File: config.mk
export PLATFORM = sky130hd
export DESIGN_NAME = sink_top
export DESIGN_NICKNAME = d
export VERILOG_FILES = /design/src/logic/sink_pkg.sv /design/src/logic/sink_addr_gen.sv /design/src/logic/sink_ctrl.sv /design/src/logic/sink_fifo.sv /design/src/logic/sink_top.sv
export SDC_FILE = /design/constraint.sdc
export NUM_CORES = 1
export LEC_CHECK = 0
export ABC_CLOCK_PERIOD_IN_PS = 18150
export BUFFER_PORTS_ARGS = -buffer_cell sky130_fd_sc_hd__buf_2
export CAP_MARGIN = 15
export CORE_MARGIN = 8
export CORE_UTILIZATION = 33
export CTS_BUF_LIST = sky130_fd_sc_hd__clkbuf_8 sky130_fd_sc_hd__clkbuf_16
export CTS_CLUSTER_DIAMETER = 80
export DETAILED_ROUTE_END_ITERATION = 8
export SYNTH_ARGS = -nofsm -noshare
export SYNTH_HDL_FRONTEND = slang
export SYNTH_HIERARCHICAL = 1
export SYNTH_SLANG_ARGS = --single-unit
File: constraint.sdc
create_clock -name clk_i -period 18.15 [get_ports clk_i]
set_clock_uncertainty 0.05 [all_clocks]
set_input_delay 0.9075 -clock clk_i [delete_from_list [all_inputs] [get_ports clk_i]]
set_output_delay 0.9075 -clock clk_i [all_outputs]
set_load 0.01 [all_outputs]
File: src/logic/sink_pkg.sv
// Store streamer shared definitions.
// Bus widths, payload structs and the controller state encoding.

package sink_pkg;

  // ******************************
  // Widths
  // ******************************

  localparam int unsigned ADDR_W = 32;  // Byte address.
  localparam int unsigned DATA_W = 32;  // One memory word.
  localparam int unsigned STRB_W = DATA_W / 8;  // One strobe per byte.

  // Word and line counters of the address pattern.
  localparam int unsigned CNT_W = 16;

  // ******************************
  // Payloads
  // ******************************

  // One beat of the incoming stream.
  typedef struct packed {
    logic [DATA_W-1:0] data;  // Word from the datapath.
    logic [STRB_W-1:0] strb;  // Byte enables of the word.
  } stream_beat_t;

  // One store on the memory port.
  typedef struct packed {
    logic [ADDR_W-1:0] addr;  // Target byte address.
    logic [DATA_W-1:0] data;  // Write data.
    logic [STRB_W-1:0] be;    // Byte enables.
  } store_req_t;

  // ******************************
  // Controller states
  // ******************************

  // IDLE waits for a start.
  // WORKING pairs beats with addresses.
  // DRAIN waits for the last stores to be granted.
  typedef enum logic [1:0] {
    IDLE    = 2'd0,
    WORKING = 2'd1,
    DRAIN   = 2'd2
  } sink_state_t;

endpackage

File: src/logic/sink_addr_gen.sv
// Two-dimensional store address generator.
// Walks line_len words per line over num_lines lines and tracks progress.

`timescale 1ns/10ps

module sink_addr_gen
  import sink_pkg::*;
(
  input  logic              clk_i,
  input  logic              rst_ni,
  input  logic              clear_i,
  input  logic              load_i,         // Start of a transfer.
  input  logic              next_i,         // Current address consumed.
  input  logic [ADDR_W-1:0] base_addr_i,
  input  logic [ADDR_W-1:0] word_stride_i,
  input  logic [ADDR_W-1:0] line_stride_i,
  input  logic [CNT_W-1:0]  line_len_i,
  input  logic [CNT_W-1:0]  num_lines_i,
  output logic [ADDR_W-1:0] addr_o,
  output logic              last_o,
  output logic              in_progress_o
);

  logic [CNT_W-1:0]  word_cnt_q;      // Position in the line.
  logic [CNT_W-1:0]  line_cnt_q;      // Line index.
  logic [ADDR_W-1:0] line_addr_q;     // Start of the current line.
  logic [ADDR_W-1:0] cur_addr_q;      // Address on offer.
  logic [ADDR_W-1:0] next_line_addr;
  logic              in_progress_q;
  logic              word_end;
  logic              line_end;
  logic              step;

  assign word_end = (word_cnt_q == line_len_i - 1'b1);  // Last word of line.
  assign line_end = (line_cnt_q == num_lines_i - 1'b1); // Last line.
  assign step     = next_i & in_progress_q;             // Ignore stray next.

  assign next_line_addr = line_addr_q + line_stride_i;

  assign addr_o        = cur_addr_q;
  assign last_o        = in_progress_q & word_end & line_end;
  assign in_progress_o = in_progress_q;

  // ******************************
  // Counters and progress
  // ******************************

  always_ff @(posedge clk_i or negedge rst_ni) begin : cnt_ff
    if (!rst_ni) begin
      word_cnt_q    <= '0;
      line_cnt_q    <= '0;
      in_progress_q <= 1'b0;
    end else if (clear_i) begin
      word_cnt_q    <= '0;
      line_cnt_q    <= '0;
      in_progress_q <= 1'b0;
    end else if (load_i) begin
      word_cnt_q    <= '0;
      line_cnt_q    <= '0;
      // Empty pattern never starts.
      in_progress_q <= (line_len_i != '0) && (num_lines_i != '0);
    end else if (step) begin
      if (last_o) begin
        in_progress_q <= 1'b0;  // Final address gone.
      end else if (word_end) begin
        word_cnt_q <= '0;
        line_cnt_q <= line_cnt_q + 1'b1;
      end else begin
        word_cnt_q <= word_cnt_q + 1'b1;
      end
    end
  end

  // ******************************
  // Address registers
  // ******************************

  always_ff @(posedge clk_i) begin : addr_ff
    if (load_i) begin
      line_addr_q <= base_addr_i;
      cur_addr_q  <= base_addr_i;
    end else if (step && word_end) begin
      line_addr_q <= next_line_addr;  // Jump to the next line start.
      cur_addr_q  <= next_line_addr;
    end else if (step) begin
      cur_addr_q <= cur_addr_q + word_stride_i;
    end
  end

endmodule

File: src/logic/sink_ctrl.sv
// Store streamer controller.
// Pairs stream beats with generated addresses, drains stores, flags done.

`timescale 1ns/10ps

module sink_ctrl
  import sink_pkg::*;
(
  input  logic              clk_i,
  input  logic              rst_ni,
  input  logic              clear_i,
  // Control plane.
  input  logic              req_start_i,
  output logic              ready_start_o,
  output logic              done_o,
  // Input FIFO head.
  input  logic              in_empty_i,
  input  stream_beat_t      in_beat_i,
  output logic              in_pop_o,
  // Address generator.
  input  logic [ADDR_W-1:0] gen_addr_i,
  input  logic              gen_in_progress_i,
  output logic              gen_load_o,
  output logic              gen_next_o,
  // Store FIFO tail.
  input  logic              st_full_i,
  input  logic              st_empty_i,
  output logic              st_push_o,
  output store_req_t        st_req_o,
  // Memory port.
  input  logic              mem_busy_i      // Request still pending.
);

  sink_state_t state_q;
  sink_state_t state_d;
  logic        done_q;
  logic        done_d;
  logic        fire;       // Beat and address move this cycle.

  assign ready_start_o = (state_q == IDLE);
  assign gen_load_o    = ready_start_o & req_start_i;  // Accepted start.
  assign done_o        = done_q;

  // Pair a beat with an address when both sides can move.
  assign fire = (state_q == WORKING) & ~in_empty_i & ~st_full_i & gen_in_progress_i;

  assign in_pop_o   = fire;
  assign st_push_o  = fire;
  assign gen_next_o = fire;

  // Store request from the head beat and the current address.
  always_comb begin : req_build
    st_req_o.addr = gen_addr_i;
    st_req_o.data = in_beat_i.data;
    st_req_o.be   = in_beat_i.strb;
  end

  // ******************************
  // State machine
  // ******************************

  always_comb begin : fsm_comb
    state_d = state_q;
    done_d  = 1'b0;
    unique case (state_q)
      IDLE: begin
        if (req_start_i) begin
          state_d = WORKING;  // Generator loads now.
        end
      end
      WORKING: begin
        // Generator idle means the last address was taken.
        if (!gen_in_progress_i) begin
          state_d = DRAIN;
        end
      end
      DRAIN: begin
        // All stores granted.
        if (st_empty_i && !mem_busy_i) begin
          state_d = IDLE;
          done_d  = 1'b1;
        end
      end
      default: begin
        state_d = IDLE;
      end
    endcase
  end

  always_ff @(posedge clk_i or negedge rst_ni) begin : fsm_ff
    if (!rst_ni) begin
      state_q <= IDLE;
      done_q  <= 1'b0;
    end else if (clear_i) begin
      state_q <= IDLE;  // Abort, no done.
      done_q  <= 1'b0;
    end else begin
      state_q <= state_d;
      done_q  <= done_d;  // One cycle pulse.
    end
  end

endmodule

File: src/logic/sink_fifo.sv
// Synchronous FIFO for the store streamer.
// Circular buffer with occupancy count and synchronous flush.

`timescale 1ns/10ps

module sink_fifo #(
  parameter int unsigned DEPTH     = 4,
  parameter type         payload_t = logic [31:0]
) (
  input  logic     clk_i,
  input  logic     rst_ni,
  input  logic     clear_i,
  // Write side.
  input  logic     push_i,
  input  payload_t data_i,
  output logic     full_o,
  // Read side.
  input  logic     pop_i,
  output payload_t data_o,
  output logic     empty_o
);

  localparam int unsigned PTR_W = (DEPTH > 1) ? $clog2(DEPTH) : 1;
  localparam int unsigned OCC_W = $clog2(DEPTH + 1);

  payload_t         mem_q [DEPTH];  // Storage.
  logic [PTR_W-1:0] rd_ptr_q;
  logic [PTR_W-1:0] wr_ptr_q;
  logic [OCC_W-1:0] count_q;        // Entries held.
  logic             push_ok;
  logic             pop_ok;

  assign full_o  = (count_q == OCC_W'(DEPTH));
  assign empty_o = (count_q == '0);

  // Pop only real entries, no fall-through when empty.
  assign pop_ok  = pop_i & ~empty_o;
  // Push into a full FIFO is fine if the head leaves this cycle.
  assign push_ok = push_i & (~full_o | pop_ok);

  // Head comes straight from the storage registers.
  assign data_o = mem_q[rd_ptr_q];

  always_ff @(posedge clk_i or negedge rst_ni) begin : ptr_ff
    if (!rst_ni) begin
      rd_ptr_q <= '0;
      wr_ptr_q <= '0;
      count_q  <= '0;
    end else if (clear_i) begin  // Flush drops everything.
      rd_ptr_q <= '0;
      wr_ptr_q <= '0;
      count_q  <= '0;
    end else begin
      if (push_ok) begin
        wr_ptr_q <= (wr_ptr_q == PTR_W'(DEPTH - 1)) ? '0 : wr_ptr_q + 1'b1;
      end
      if (pop_ok) begin
        rd_ptr_q <= (rd_ptr_q == PTR_W'(DEPTH - 1)) ? '0 : rd_ptr_q + 1'b1;
      end
      case ({push_ok, pop_ok})
        2'b10:   count_q <= count_q + 1'b1;
        2'b01:   count_q <= count_q - 1'b1;
        default: count_q <= count_q;  // Both or none.
      endcase
    end
  end

  // Storage write.
  always_ff @(posedge clk_i) begin : mem_ff
    if (push_ok && !clear_i) begin
      mem_q[wr_ptr_q] <= data_i;
    end
  end

endmodule

File: src/logic/sink_top.sv
// Store streamer top level.
// Input FIFO, address generator, controller and store FIFO in a chain.

`timescale 1ns/10ps

module sink_top
  import sink_pkg::*;
#(
  parameter int unsigned IN_DEPTH    = 4,
  parameter int unsigned STORE_DEPTH = 2
) (
  input  logic              clk_i,
  input  logic              rst_ni,
  input  logic              clear_i,
  // Transfer configuration.
  input  logic [ADDR_W-1:0] base_addr_i,
  input  logic [ADDR_W-1:0] word_stride_i,
  input  logic [CNT_W-1:0]  line_len_i,
  input  logic [ADDR_W-1:0] line_stride_i,
  input  logic [CNT_W-1:0]  num_lines_i,
  // Control plane.
  input  logic              req_start_i,
  output logic              ready_start_o,
  output logic              done_o,
  // Input stream.
  input  logic              stream_valid_i,
  input  logic [DATA_W-1:0] stream_data_i,
  input  logic [STRB_W-1:0] stream_strb_i,
  output logic              stream_ready_o,
  // Memory store port.
  output logic              mem_req_o,
  output logic [ADDR_W-1:0] mem_addr_o,
  output logic [DATA_W-1:0] mem_data_o,
  output logic [STRB_W-1:0] mem_be_o,
  input  logic              mem_gnt_i
);

  stream_beat_t      in_beat;      // Incoming beat.
  stream_beat_t      in_head;      // Input FIFO head.
  logic              in_full;
  logic              in_empty;
  logic              in_pop;
  logic [ADDR_W-1:0] gen_addr;
  logic              gen_in_progress;
  logic              gen_load;
  logic              gen_next;
  store_req_t        st_req;       // Store FIFO tail.
  store_req_t        st_head;      // Store FIFO head.
  logic              st_full;
  logic              st_empty;
  logic              st_push;
  logic              st_pop;

  assign in_beat.data   = stream_data_i;
  assign in_beat.strb   = stream_strb_i;
  assign stream_ready_o = ~in_full;

  // Request while anything is queued, pop on grant.
  assign mem_req_o  = ~st_empty;
  assign st_pop     = mem_req_o & mem_gnt_i;
  assign mem_addr_o = st_head.addr;
  assign mem_data_o = st_head.data;
  assign mem_be_o   = st_head.be;

  sink_fifo #(
    .DEPTH     ( IN_DEPTH      ),
    .payload_t ( stream_beat_t )
  ) u_in_fifo (
    .clk_i   ( clk_i                   ),
    .rst_ni  ( rst_ni                  ),
    .clear_i ( clear_i                 ),
    .push_i  ( stream_valid_i          ),
    .data_i  ( in_beat                 ),
    .full_o  ( in_full                 ),
    .pop_i   ( in_pop                  ),
    .data_o  ( in_head                 ),
    .empty_o ( in_empty                )
  );

  sink_addr_gen u_addr_gen (
    .clk_i         ( clk_i           ),
    .rst_ni        ( rst_ni          ),
    .clear_i       ( clear_i         ),
    .load_i        ( gen_load        ),
    .next_i        ( gen_next        ),
    .base_addr_i   ( base_addr_i     ),
    .word_stride_i ( word_stride_i   ),
    .line_stride_i ( line_stride_i   ),
    .line_len_i    ( line_len_i      ),
    .num_lines_i   ( num_lines_i     ),
    .addr_o        ( gen_addr        ),
    .last_o        (                 ),
    .in_progress_o ( gen_in_progress )
  );

  sink_ctrl u_ctrl (
    .clk_i             ( clk_i           ),
    .rst_ni            ( rst_ni          ),
    .clear_i           ( clear_i         ),
    .req_start_i       ( req_start_i     ),
    .ready_start_o     ( ready_start_o   ),
    .done_o            ( done_o          ),
    .in_empty_i        ( in_empty        ),
    .in_beat_i         ( in_head         ),
    .in_pop_o          ( in_pop          ),
    .gen_addr_i        ( gen_addr        ),
    .gen_in_progress_i ( gen_in_progress ),
    .gen_load_o        ( gen_load        ),
    .gen_next_o        ( gen_next        ),
    .st_full_i         ( st_full         ),
    .st_empty_i        ( st_empty        ),
    .st_push_o         ( st_push         ),
    .st_req_o          ( st_req          ),
    .mem_busy_i        ( mem_req_o       )
  );

  sink_fifo #(
    .DEPTH     ( STORE_DEPTH ),
    .payload_t ( store_req_t )
  ) u_store_fifo (
    .clk_i   ( clk_i    ),
    .rst_ni  ( rst_ni   ),
    .clear_i ( clear_i  ),
    .push_i  ( st_push  ),
    .data_i  ( st_req   ),
    .full_o  ( st_full  ),
    .pop_i   ( st_pop   ),
    .data_o  ( st_head  ),
    .empty_o ( st_empty )
  );

endmodule

==> results list, run 1 <==
- The flow ran to the end, and the final reports show no timing, DRC or antenna violations.
- Sw frac: 26.3%
* Floorplan Core Area: 62,600 sq um
- Post-detailed-routing wire length: 55.5 mm
- Num CTS Buffers: 47
* TritonCTS clock tree: built
- The floorplan step set the die height to 267 microns.
* Fillers: 6,083
- Worst-Skew Late Latency: 0.57 ns
* Combinational power share: 16.8%
* Total number of vias: 14,100
- Measured along the x axis, the die boundary spans 267 microns.
- Number of nets in the layout: 2,063
* Maximum number of pins on one net before global-route repair: 76
- Buffers added to address setup during post-CTS repair amount to 0.
- Global routing used 15.2% of the available tracks.
- Setup repair after global routing left no endpoint under its margin.
* CTS resizes: 0
- Proportion of layout cells with a drive suffix above 1: 25.9%
- After the flow finishes, the layout carries non-filler instances totaling 2,704.
* Data required time of the worst path: 18.39 ns
- Number of H-tree branching levels: 2
- In this run the power density over the cells is 102 nW/um^2.
* Post-synthesis cell count: 1,648
- A synthesized cell averages 12.6 sq um.
- STA classifies the critical path endpoint as a flip-flop.
* VDD IR max: 0.0503 mV
- The worst path in the final design needs a cycle of 4.82 ns, including I/O delays and setup.
* DRC violations left: 0
- Initial core utilization: 33.2%
* Most frequent cells in the layout: edfxtp_1, buf_2, nand2_1, nor2_1, mux2_2
- F_max: 0.207 GHz
- Gp weighted congestion: 0.886
* Tcrit/Tclk final: 26.6%
- Netlist area before placement: 20,800 sq um
* DRC violation total after the first TritonRoute iteration: 931
- Fraction of power consumed by sequential logic: 43.6%
- Hold Violations, Final: 0
- The Yosys step of the flow raised 6 warnings.
- For this run, the leading register cell type out of synthesis is edfxtp_1.
- Category of the critical setup timing path: primary input to flip-flop
* Number of core rows: 92
- Fraction of synthesis flops using an asynchronous set or reset pin: 12.0%
- Post-synth EDFFs: 344
* Type of element launching the critical path: primary input
- Count of cell types in the netlist: 88
- In the final routed layout, each cell accounts on average for 20.5 microns.
* Clock transition at the register clock pins on the worst setup and hold paths after CTS: 0.06 ns
- Max-cap check violation count: 0
* Via count of the first global-routing pass: 14,400
- In this run the static leakage power is 8.84 nW.
- Cell Int Power: 1.80 mW
- For the worst setup path, the data arrival time is 5.06 ns.
- Number of antenna violations at the first check in global routing: 7
- Count of placed standard cells including taps: 2,616
* Global-route wire length before repair: 84.3 mm
* Most common library cell in the layout ignoring fill and taps: edfxtp_1
- For this run, the detailed router's first-pass iteration total came to 5.
- Measured on the finished design, the core utilization comes to 38.2%.
* Vias per std cell: 5.20
- After global routing the overflow that remains totals 0.
* Antenna viol nets, final: 0
- IO Count: 242
- Compared with the post-synthesis result, the final layout area differs by 15.4%.
- Biggest fanout along the worst timing path: 33
* Setup-failing EPs final: 0
- The tree is rooted in a clkbuf_16.
* Number of buffers between clock root and the deepest sink: 3
- Hold repair after CTS inserted 0 buffers.
- The die covers 71,200 sq um.
- Port-buffer cells: 241
* Placed wire-length estimate: 39.3 mm
* Fraction of the yosys area taken by sequential cells: 55.4%
* Final total power: 2.43 mW
* Clock share of power: 39.6%
- Transition time of the tightest slew-check pin: 1.09 ns
- When the netlist entered floorplanning its net count stood at 1,892.
* Total Neg Setup Slack: 0 ns
- Flop and latch count out of synthesis: 391
- In this run the tightest slew margin relative to its limit is 27.5%.
* Net switching power of the design: 639 uW
- The final count of pins violating max slew came to 0.
- The worst hold path belongs to the class primary input to asynchronous set/reset pin.
- Clock net sink count: 391
-- flip-flops by register name, indices dropped and copies added (netlist names), 2 cells and up --
name	count
u_in_fifo/count_q	3
u_addr_gen/word_cnt_q	16
u_in_fifo/rd_ptr_q	2
u_store_fifo/mem_q	136
u_ctrl/state_q	2
u_addr_gen/line_cnt_q	16
u_addr_gen/addr_o	32
u_in_fifo/mem_q	144
u_store_fifo/count_q	2
u_in_fifo/wr_ptr_q	2
u_addr_gen/line_addr_q	32
-- cell type report --
| class | instances | area, sq um | area share, % |
|---|---|---|---|
| antenna | 4 | 10.0 | 0.0418 |
| sequential | 391 | 11500 | 48.1 |
| clock buffer | 50 | 1230 | 5.13 |
| multi-input combinational | 1075 | 8270 | 34.5 |
| inverter | 46 | 173 | 0.721 |
| clock inverter | 34 | 362 | 1.51 |
| tap | 846 | 1060 | 4.42 |
| timing repair buffer | 258 | 1330 | 5.57 |
-- critical path: stages --
cell	delay [ns]
buf_2	0.15
or4_1	0.65
or3b_1	0.43
a2111oi_2	0.37
o22ai_1	0.21
or3_4	0.40
nor2_1	0.71
nor2_1	0.45
inv_1	0.15
buf_4	0.44
o211ai_1	0.17
-- cell families after synthesis --
group           count (synthesis)  share of synthesized area [%]
compound gates                362                           11.6
xor+xnor                       93                           3.92
mux                           133                           9.11
flops                         391                           55.4
buf+inv                       182                           4.88
fa+ha+maj                      74                           4.57
simple gates                  413                           10.5
-- per-stage QoR --
step	instance area, sq um	setup slack, ns	hold WS, ns
2_1_floorplan	20800	11.00	0.414
3_3_place_gp	22400	12.86	0.436
3_5_place_dp	22400	12.77	0.445
4_1_cts	23900	13.39	0.380
5_1_grt	23900	13.03	0.426
6_report	24000	13.33	0.398
-- cells in the mapped netlist (5+ instances only) --
cell / count / area [sq um]
or4_1: 12 / 90.1
o31ai_1: 13 / 97.6
a211o_1: 5 / 43.8
or2_2: 9 / 56.3
or3_1: 21 / 131
and2_1: 9 / 56.3
o22ai_1: 5 / 31.3
mux2_2: 80 / 901
nand3_1: 27 / 135
o2111ai_1: 10 / 87.6
nand2b_1: 17 / 106
o21a_1: 16 / 120
a221oi_1: 8 / 70.1
nor2b_1: 10 / 62.6
buf_2: 13 / 65.1
nor3_1: 37 / 185
nor4_1: 14 / 87.6
clkbuf_1: 45 / 169
nand4_1: 17 / 106
o21ai_1: 13 / 65.1
buf_4: 72 / 541
nor3b_1: 6 / 45.0
mux2i_1: 13 / 130
mux4_2: 36 / 811
o21ai_0: 74 / 370
nand2_1: 98 / 368
and3_1: 25 / 156
inv_1: 46 / 173
a21oi_1: 77 / 385
nor2_1: 82 / 308
a21o_1: 32 / 240
dfrtp_1: 47 / 1180
xnor2_1: 44 / 385
ha_1: 71 / 888
a211oi_1: 12 / 90.1
o31a_1: 7 / 61.3
o211ai_1: 17 / 128
a31oi_1: 21 / 131
xor2_1: 49 / 429
a311oi_1: 5 / 43.8
edfxtp_1: 344 / 10300
o21bai_1: 7 / 52.6
-- path summary, 6_finish.rpt --
path                                            from                         to  slack, ns  depth (start not counted)
setup / recovery                       line_len_i[7]      u_addr_gen/addr_o[25]      13.33                         11
hold / removal                                rst_ni       u_in_fifo/count_q[1]       0.40                          2
min in group clk_i              u_addr_gen/addr_o[5]  u_store_fifo/mem_q[0][41]       0.45                          0
hold reg to reg                 u_addr_gen/addr_o[5]  u_store_fifo/mem_q[0][41]       0.45                          0
max in group asynchronous                     rst_ni      u_store_fifo/rd_ptr_q      17.15                          2
setup reg to reg           u_addr_gen/word_cnt_q[14]      u_addr_gen/addr_o[25]      13.87                         10
-- routing by layer --
layer | part of all wire, % | GRT usage [%] | vias up
met1 | 43 | 19.0 | 7003
li1 | - | - | 6639
met2 | 50 | 26.4 | 339
met5 | 0.023 | 0 | -
met4 | 2.4 | 4.87 | 2
met3 | 5.0 | 2.84 | 77
-- power groups by stage --
stage | clock network (mW) | registers (mW) | logic [mW]
3_3_place_gp | 0 | 1.08 | 0.398
2_1_floorplan | 0 | 1.07 | 0.313
4_1_cts | 0.998 | 1.06 | 0.407
5_1_grt | 1.03 | 1.07 | 0.451
3_5_place_dp | 0 | 1.08 | 0.404
6_report | 0.964 | 1.06 | 0.408
Note: power is estimated with default switching activity, not from simulation.
==> run 2: changes to the inputs <==
--- a/config.mk
+++ b/config.mk
@@ -5,7 +5,8 @@
 export SDC_FILE = /design/constraint.sdc
 export NUM_CORES = 1
 export LEC_CHECK = 0
-export ABC_CLOCK_PERIOD_IN_PS = 18150
+export ABC_AREA = 1
+export ABC_CLOCK_PERIOD_IN_PS = 4700
 export BUFFER_PORTS_ARGS = -buffer_cell sky130_fd_sc_hd__buf_2
 export CAP_MARGIN = 15
 export CORE_MARGIN = 8
==> constraint.sdc (replaced) <==
create_clock -name clk_i -period 4.7 [get_ports clk_i]
set_clock_uncertainty 0.05 [all_clocks]
set_input_delay 0.235 -clock clk_i [delete_from_list [all_inputs] [get_ports clk_i]]
set_output_delay 0.235 -clock clk_i [all_outputs]
set_load 0.01 [all_outputs]
==> results list, run 2 <==
- The post-synthesis area per instance is 8.75 sq um (was 12.6 sq um).
- RSZ-0062 raised after global routing: no (unchanged)
* Hold Violations, Final: 0 (unchanged)
- Global-route wire length before repair: 101 mm (was 84.3 mm)
- Gp weighted congestion: 0.954 (was 0.886)
- The total number of vias was 17,900 (was 14,100).
* Most flops, register: u_in_fifo/mem_q (unchanged)
- Post-route worst setup slack: 1.52 ns (was 13.33 ns)
- The root buffer cell was clkbuf_16 (unchanged).
- The slowest cell on the critical path is buf_4 (was nor2_1).
- The number of buffers added by the clock tree synthesis step was 44 (was 47).
- The max-cap violation count was 0 (unchanged).
* Wire length per cell after detailed routing: 17.6 microns (was 20.5 microns)
- Areal power density over the cells: 436 nW/um^2 (was 102 nW/um^2)
* Initial core utilization: 33.4% (was 33.2%)
- The worst slack at placement came to 1.26 ns (was 12.77 ns).
- Min-Delay Path Class: primary input to flip-flop (was primary input to asynchronous set/reset pin)
* Net count after synthesis: 2,815 (was 1,892)
- The data required time at the worst endpoint came to 4.97 ns (was 18.39 ns).
- The largest driver fanout on the critical path came to 46 (was 33).
* Number of nets in the layout: 3,029 (was 2,063)
- Result of the run: complete, no violations (unchanged)
- DRC violations left: 0 (unchanged)
- Delay-heaviest family, CP: simple AND/OR/NAND/NOR gates (unchanged)
- Placed wire-length estimate: 47.8 mm (was 39.3 mm)
- The source of the critical timing path was u_in_fifo/count_q[0] (was line_len_i[7]).
- Post-synthesis cell count: 2,571 (was 1,648)
* Proportion of layout cells with a drive suffix above 1: 14.5% (was 25.9%)
* Type of element launching the critical path: flip-flop (was primary input)
- Largest registers ranked by flip-flop count: u_in_fifo/mem_q (144), u_store_fifo/mem_q (136) (unchanged).
- The startpoint of the most critical register-to-register path is u_in_fifo/count_q[0] (was u_addr_gen/word_cnt_q[14]).
- Number of core rows: 95 (was 92)
- Total of warnings raised by yosys: 6 (unchanged)
- Pins over their slew limit: 0 (unchanged)
- Via count of the first global-routing pass: 17,100 (was 14,400)
* TritonCTS clock tree: built (unchanged)
* End of the critical path: u_addr_gen/addr_o[1] (was u_addr_gen/addr_o[25])
* Post-CTS setup buffer count: 0 (unchanged)
* Instance count on the critical path: 12 (was 11)
- The actual slew at the worst max-slew pin was 1.05 ns (was 1.09 ns).
* IO Count: 242 (unchanged)
* Netlist area before placement: 22,500 sq um (was 20,800 sq um)
- Maximum number of pins on one net before global-route repair: 75 (was 76)
- Timing would allow up to 0.314 GHz.
- The synthesis-to-finish area growth is 15.5% (was 15.4%).
- Detailed-routing iteration count for the pre-antenna-repair pass: 5 (unchanged)
- The largest vdd supply drop is 0.210 mV (was 0.0503 mV).
- The worst-skew pair later-pin latency was 0.56 ns (was 0.57 ns).
- Post-detailed-routing wire length: 64.9 mm (was 55.5 mm)
- Worst r2r path cells: 12 (was 10)
* Most common library cell in the layout ignoring fill and taps: nand2_1 (was edfxtp_1)
- Time the worst path needs with I/O delays and setup: 3.18 ns
- Total Neg Setup Slack: 0 ns (unchanged)
- The overall overflow remaining after global route was 0 (unchanged).
- The clock transition time at the flip-flop clock pins of the worst setup and hold paths is 0.06 ns (about the same).
- Tcrit/Tclk final: 67.7%
- Port-buffer cells: 241 (unchanged)
- The number of flip-flops in the largest register was 144 (unchanged).
- The number of levels the H-tree was split into was 2 (unchanged).
* Clock net sink count: 391 (unchanged)
- Number of antenna violations at the first check in global routing: 4 (was 7)
- Floorplan Core Area: 67,300 sq um (was 62,600 sq um)
- The buffer depth of the longest clock path is 3 (unchanged).
- The critical setup path kind is flip-flop to flip-flop (was primary input to flip-flop).
* Max-slew headroom at the worst pin: 30.0% (was 27.5%)
- FF-to-FF End: u_addr_gen/addr_o[1] (was u_addr_gen/addr_o[25])
* Max incr delay on CP: 0.51 ns (was 0.71 ns)
- The data arrival time of the critical path was 3.45 ns (was 5.06 ns).
- Vias per std cell: 4.85 (was 5.20)
- Critical path, cell by cell: nor2_4 -> nand2_2 -> inv_1 -> nor4_2 -> nand2_1 -> inv_1 -> nand2_2 -> nand2_2 -> buf_4 -> o21ai_0 -> nand2_1 -> nand2_1 (was buf_2 -> or4_1 -> or3b_1 -> a2111oi_2 -> o22ai_1 -> or3_4 -> nor2_1 -> nor2_1 -> inv_1 -> buf_4 -> o211ai_1)
* Most frequent cells in the layout: nand2_1, edfxtp_1, buf_2, nor2_1, inv_1 (was edfxtp_1, buf_2, nand2_1, nor2_1, mux2_2)
- The count of antenna-violating nets left after detailed routing is 0 (unchanged).
* Critical path buffers and inverters: 3 (unchanged)
* Tot GR Track Use: 16.4% (was 15.2%)
- Setup-failing EPs final: 0 (unchanged)
* Leak Pwr: 11.1 nW (was 8.84 nW)
- The post-layout instance area came to 26,000 sq um (was 24,000 sq um).
- Chip Width: 277 microns (was 267 microns)
* Register cell area after layout: 11,500 sq um (about the same)
* Y dimension of the die: 277 microns (was 267 microns)
- CTS Hold Bufs: 47 (was 0)
* Final core utilization: 38.6% (was 38.2%)
- The number of cells upsized or downsized after cts is 0 (unchanged).
* Fillers: 6,776 (was 6,083)
* Setup crit end kind: flip-flop (unchanged)
- Slack of the worst reg-to-reg path: 1.52 ns (was 13.87 ns)
- Area of the die: 76,700 sq um (was 71,200 sq um)
* Standard cell area after detailed placement: 24,100 sq um (was 22,400 sq um)
* DRC violation total after the first TritonRoute iteration: 1,262 (was 931)
- Area of combinational cells with multiple inputs: 9200 sq um (was 8270 sq um)
[run 2: worst min-delay path by stage]
| stage | from | to | slack, ns | cells past startpoint |
|---|---|---|---|---|
| after floorplan | rst_ni | u_addr_gen/in_progress_o | -0.11 | 0 |
| after global placement | rst_ni | u_addr_gen/word_cnt_q[4] | 0.34 | 2 |
| after detailed placement | rst_ni | u_addr_gen/word_cnt_q[4] | 0.34 | 2 |
| after CTS | base_addr_i[29] | u_addr_gen/line_addr_q[29] | 0.004 | 3 |
| after global routing | base_addr_i[19] | u_addr_gen/line_addr_q[19] | 0.01 | 3 |
| final | base_addr_i[21] | u_addr_gen/addr_o[21] | 0.03 | 3 |
[run 2: power breakdown]
group	internal [mW]	switching (mW)
Sequential	4.29	0.237
Combinational	1.14	2.32
Clock	1.94	1.39
Total	7.37	3.94
[run 2: per-layer routing]
metal | global-route usage [%] | share of wire (%)
met5 | 0 | 0.040
met2 | 26.8 | 46
met3 | 2.64 | 5.1
met1 | 22.4 | 46
met4 | 4.50 | 2.3
[run 2: cell type report]
class,instances,area share (%)
clock buffer,48,4.58
clock inverter,32,0.877
inverter,241,3.49
multi-input combinational,1797,35.4
tap,873,4.21
timing repair buffer,310,7.09
sequential,391,44.3
antenna,2,0.0193
[run 2: worst min-delay path: stages]
cell and delay [ns]:
buf_2 0.07, nand2_1 0.12, nand2_1 0.10
[run 2: through the flow]
step	power (mW)	instances	hold WS, ns
after CTS	11.4	3692	0.00351
after floorplan	7.03	2571	-0.111
after global routing	12.0	3693	0.0145
after global placement	7.97	3565	0.339
final	11.3	3694	0.0284
after detailed placement	7.97	3565	0.342
==> run 3: changes to the inputs <==
--- a/config.mk
+++ b/config.mk
@@ -6,7 +6,7 @@
 export NUM_CORES = 1
 export LEC_CHECK = 0
 export ABC_AREA = 1
-export ABC_CLOCK_PERIOD_IN_PS = 4700
+export ABC_CLOCK_PERIOD_IN_PS = 2900
 export BUFFER_PORTS_ARGS = -buffer_cell sky130_fd_sc_hd__buf_2
 export CAP_MARGIN = 15
 export CORE_MARGIN = 8
==> constraint.sdc (replaced) <==
create_clock -name clk_i -period 2.9 [get_ports clk_i]
set_clock_uncertainty 0.05 [all_clocks]
set_input_delay 0.145 -clock clk_i [delete_from_list [all_inputs] [get_ports clk_i]]
set_output_delay 0.145 -clock clk_i [all_outputs]
set_load 0.01 [all_outputs]
==> results list, run 3 (synthesis results as in run 2) <==
* Max-cap check violation count: 0 (unchanged)
- The number of flip-flops in the largest register was 144 (unchanged).
- F_max: 0.364 GHz (was 0.314 GHz)
- RSZ-0062 raised after global routing: no (unchanged)
- The part of the cycle the worst path needs is 94.6% (was 67.7%).
- The critical setup path kind is flip-flop to flip-flop (unchanged).
- The floorplan die area was 76,700 sq um (unchanged).
- Maximum number of pins on one net before global-route repair: 75 (unchanged)
* Worst flop-to-flop path startpoint: u_addr_gen/addr_o[0] (was u_in_fifo/count_q[0])
- IO Count: 242 (unchanged)
* Data required time of the worst path: 3.27 ns (was 4.97 ns)
* Most flops, register: u_in_fifo/mem_q (unchanged)
- Num CTS Buffers: 43 (was 44)
- VDD IR max: 0.342 mV (was 0.210 mV)
- Max-slew headroom at the worst pin: 42.9% (was 30.0%)
- The synthesis-to-finish area growth was 17.8% (was 15.5%).
- Slack of the worst reg-to-reg path: 0.16 ns (was 1.52 ns)
* Most frequent cells in the layout: nand2_1, edfxtp_1, buf_2, nor2_1, inv_1 (unchanged)
* Number of buffers between clock root and the deepest sink: 3 (unchanged)
- Pins over their slew limit: 0 (unchanged)
* Leak Pwr: 11.3 nW (was 11.1 nW)
- Antenna viol nets, final: 0 (unchanged)
* Max incr delay on CP: 0.42 ns (was 0.51 ns)
* Areal power density over the cells: 692 nW/um^2 (was 436 nW/um^2)
- The number of placement rows was 95 (unchanged).
* Critical path buffers and inverters: 3 (unchanged)
* Number of H-tree branching levels: 2 (unchanged)
- Critical path, cell by cell: ha_1 -> inv_1 -> fa_1 -> o21ai_0 -> buf_4 -> a21oi_1 -> inv_1 -> nand2_1 -> nand2_1 -> a21oi_1 -> xnor2_1 -> nand2_1 -> nand3_1 (was nor2_4 -> nand2_2 -> inv_1 -> nor4_2 -> nand2_1 -> inv_1 -> nand2_2 -> nand2_2 -> buf_4 -> o21ai_0 -> nand2_1 -> nand2_1).
- Worst r2r path cells: 13 (was 12)
* Number of antenna violations at the first check in global routing: 6 (was 4)
- The wire length reported by the detailed router came to 64.6 mm (was 64.9 mm).
- DRC violation total after the first TritonRoute iteration: 1,489 (was 1,262)
- The end of the worst register-to-register path is u_addr_gen/addr_o[18] (was u_addr_gen/addr_o[1]).
* Proportion of layout cells with a drive suffix above 1: 15.0% (was 14.5%)
- The slowest cell on the critical path is fa_1 (was buf_4).
- Number of nets in the layout: 3,075 (was 3,029)
- Biggest fanout along the worst timing path: 5 (was 46)
- Min-Delay Path Class: primary input to asynchronous set/reset pin (was primary input to flip-flop)
- In this design, the critical path's most frequently occurring cell is nand2_1.
* Largest registers ranked by flip-flop count: u_in_fifo/mem_q (144), u_store_fifo/mem_q (136) (unchanged)
- Y dimension of the die: 277 microns (unchanged)
* Post-CTS setup buffer count: 0 (unchanged)
- Clock transition at the register clock pins on the worst setup and hold paths after CTS: 0.06 ns (about the same)
- The detailed-placement wirelength estimate is 47.5 mm (was 47.8 mm).
- The x dimension of the die was 277 microns (unchanged).
- The root buffer cell is clkbuf_16 (unchanged).
- The core box area is 67,300 sq um (unchanged).
- The clock sink count came to 391 (unchanged).
- The overall overflow remaining after global route came to 0 (unchanged).
- The actual slew at the worst max-slew pin was 0.856 ns (was 1.05 ns).
- The effective utilization at floorplan is 33.4% (unchanged).
* Standard cell area after detailed placement: 24,400 sq um (was 24,100 sq um)
- Hold Violations, Final: 0 (unchanged)
- Global-route wire length before repair: 100 mm (was 101 mm)
* Worst-Skew Late Latency: 0.57 ns (was 0.56 ns)
- Instance count on the critical path: 13 (was 12)
* Result of the run: complete, no violations (unchanged)
- Time the worst path needs with I/O delays and setup: 2.74 ns (was 3.18 ns)
- Tot GR Track Use: 16.2% (was 16.4%)
* Wire length per cell after detailed routing: 17.2 microns (was 17.6 microns)
* Minimum hold slack: 0.0328 ns (was 0.0284 ns)
* Setup-failing EPs final: 0 (unchanged)
* Final total power: 18.3 mW (was 11.3 mW)
- Setup crit end kind: flip-flop (unchanged)
- Detailed-routing iteration count for the pre-antenna-repair pass: 5 (unchanged)
- The number of input and output port buffers inserted is 241 (unchanged).
* Data arrival time of the critical path: 3.12 ns (was 3.45 ns)
* Vias per std cell: 4.86 (was 4.85)
- TritonCTS clock tree: built (unchanged)
* Type of element launching the critical path: flip-flop (unchanged)
* Gp weighted congestion: 0.954 (about the same)
- Total number of vias: 18,200 (was 17,900)
- The number of global-route vias before repair came to 17,600 (was 17,100).
- The leading cell type in the layout, fill and taps excluded is nand2_1 (unchanged).
- The post-layout instance area came to 26,500 sq um (was 26,000 sq um).
* DRC violations left: 0 (unchanged)
- The kind of cell adding the most delay to the critical path is adder cells (was simple AND/OR/NAND/NOR gates).
[run 3: cell types whose count changed in the layout (fill, tap and decap cells not counted), moves of 7 or more]
| cell | before | now |
|---|---|---|
| buf_4 | 22 | 34 |
| clkinv_1 | 6 | 13 |
| buf_12 | 0 | 9 |
| inv_1 | 237 | 230 |
| dlygate4sd3_1 | 47 | 73 |
[run 3: worst max path at each step]
stage,from,to,slack [ns]
final,u_addr_gen/addr_o[0],u_addr_gen/addr_o[18],0.16
after global placement,u_addr_gen/addr_o[0],u_addr_gen/addr_o[28],0.16
after global routing,u_addr_gen/line_addr_q[2],u_addr_gen/addr_o[11],0.007
after CTS,u_addr_gen/addr_o[0],u_addr_gen/addr_o[28],0.15
after detailed placement,line_len_i[0],u_addr_gen/word_cnt_q[11],0.15
after floorplan,u_store_fifo/count_q[0],u_store_fifo/mem_q[1][0],-0.39
[run 3: power by group]
| group | total [mW] | switching (mW) | internal, mW |
|---|---|---|---|
| sequential | 7.36 | 0.405 | 6.95 |
| clock | 5.22 | 2.30 | 2.92 |
| combinational | 5.75 | 3.76 | 1.99 |
| total | 18.3 | 6.47 | 11.9 |
[run 3: per-layer routing]
layer	track usage, %	wire, microns	part of all wire [%]	up-vias
met5	0	0	0	-
met4	5.39	2010	3.1	0
met3	2.90	4050	6.3	104
met2	26.2	29200	45	581
met1	21.9	29300	45	8417
li1	-	-	-	9103
[run 3: final cells by class]
type	count	area [sq um]
Clock inverter	34	251
Tap cell	873	1090
Inverter	241	907
Timing Repair Buffer	357	2370
Fill cell	6793	40800
Sequential cell	391	11500
Antenna cell	6	15.0
Multi-Input combinational cell	1797	9220
Clock buffer	46	1120
[run 3: timing repair]
action	in CTS	in global routing
hold buffers	73	0
gates resized for setup	0	1
endpoints found under the hold margin	221	0
setup endpoints to repair	0	1
[run 3: worst register-to-register path, cell delays in order, from the launching register on]
cell and delay, ns:
edfxtp_1 0.36, ha_1 0.15, inv_1 0.06, fa_1 0.42, o21ai_0 0.27, buf_4 0.19
a21oi_1 0.10, inv_1 0.13, nand2_1 0.07, nand2_1 0.16, a21oi_1 0.10, xnor2_1 0.35
nand2_1 0.10, nand3_1 0.09
[run 3: through the flow]
stage	worst slack, ns	TNS (ns)	std cells	utilization, %
finish	0.156	0	3745	39.4
global route	0.00683	0	3741	39.3
CTS	0.151	0	3739	39.3
detailed placement	0.148	0	3586	36.2
global placement	0.160	0	3586	36.2
floorplan	-0.389	-26.43	2571	-
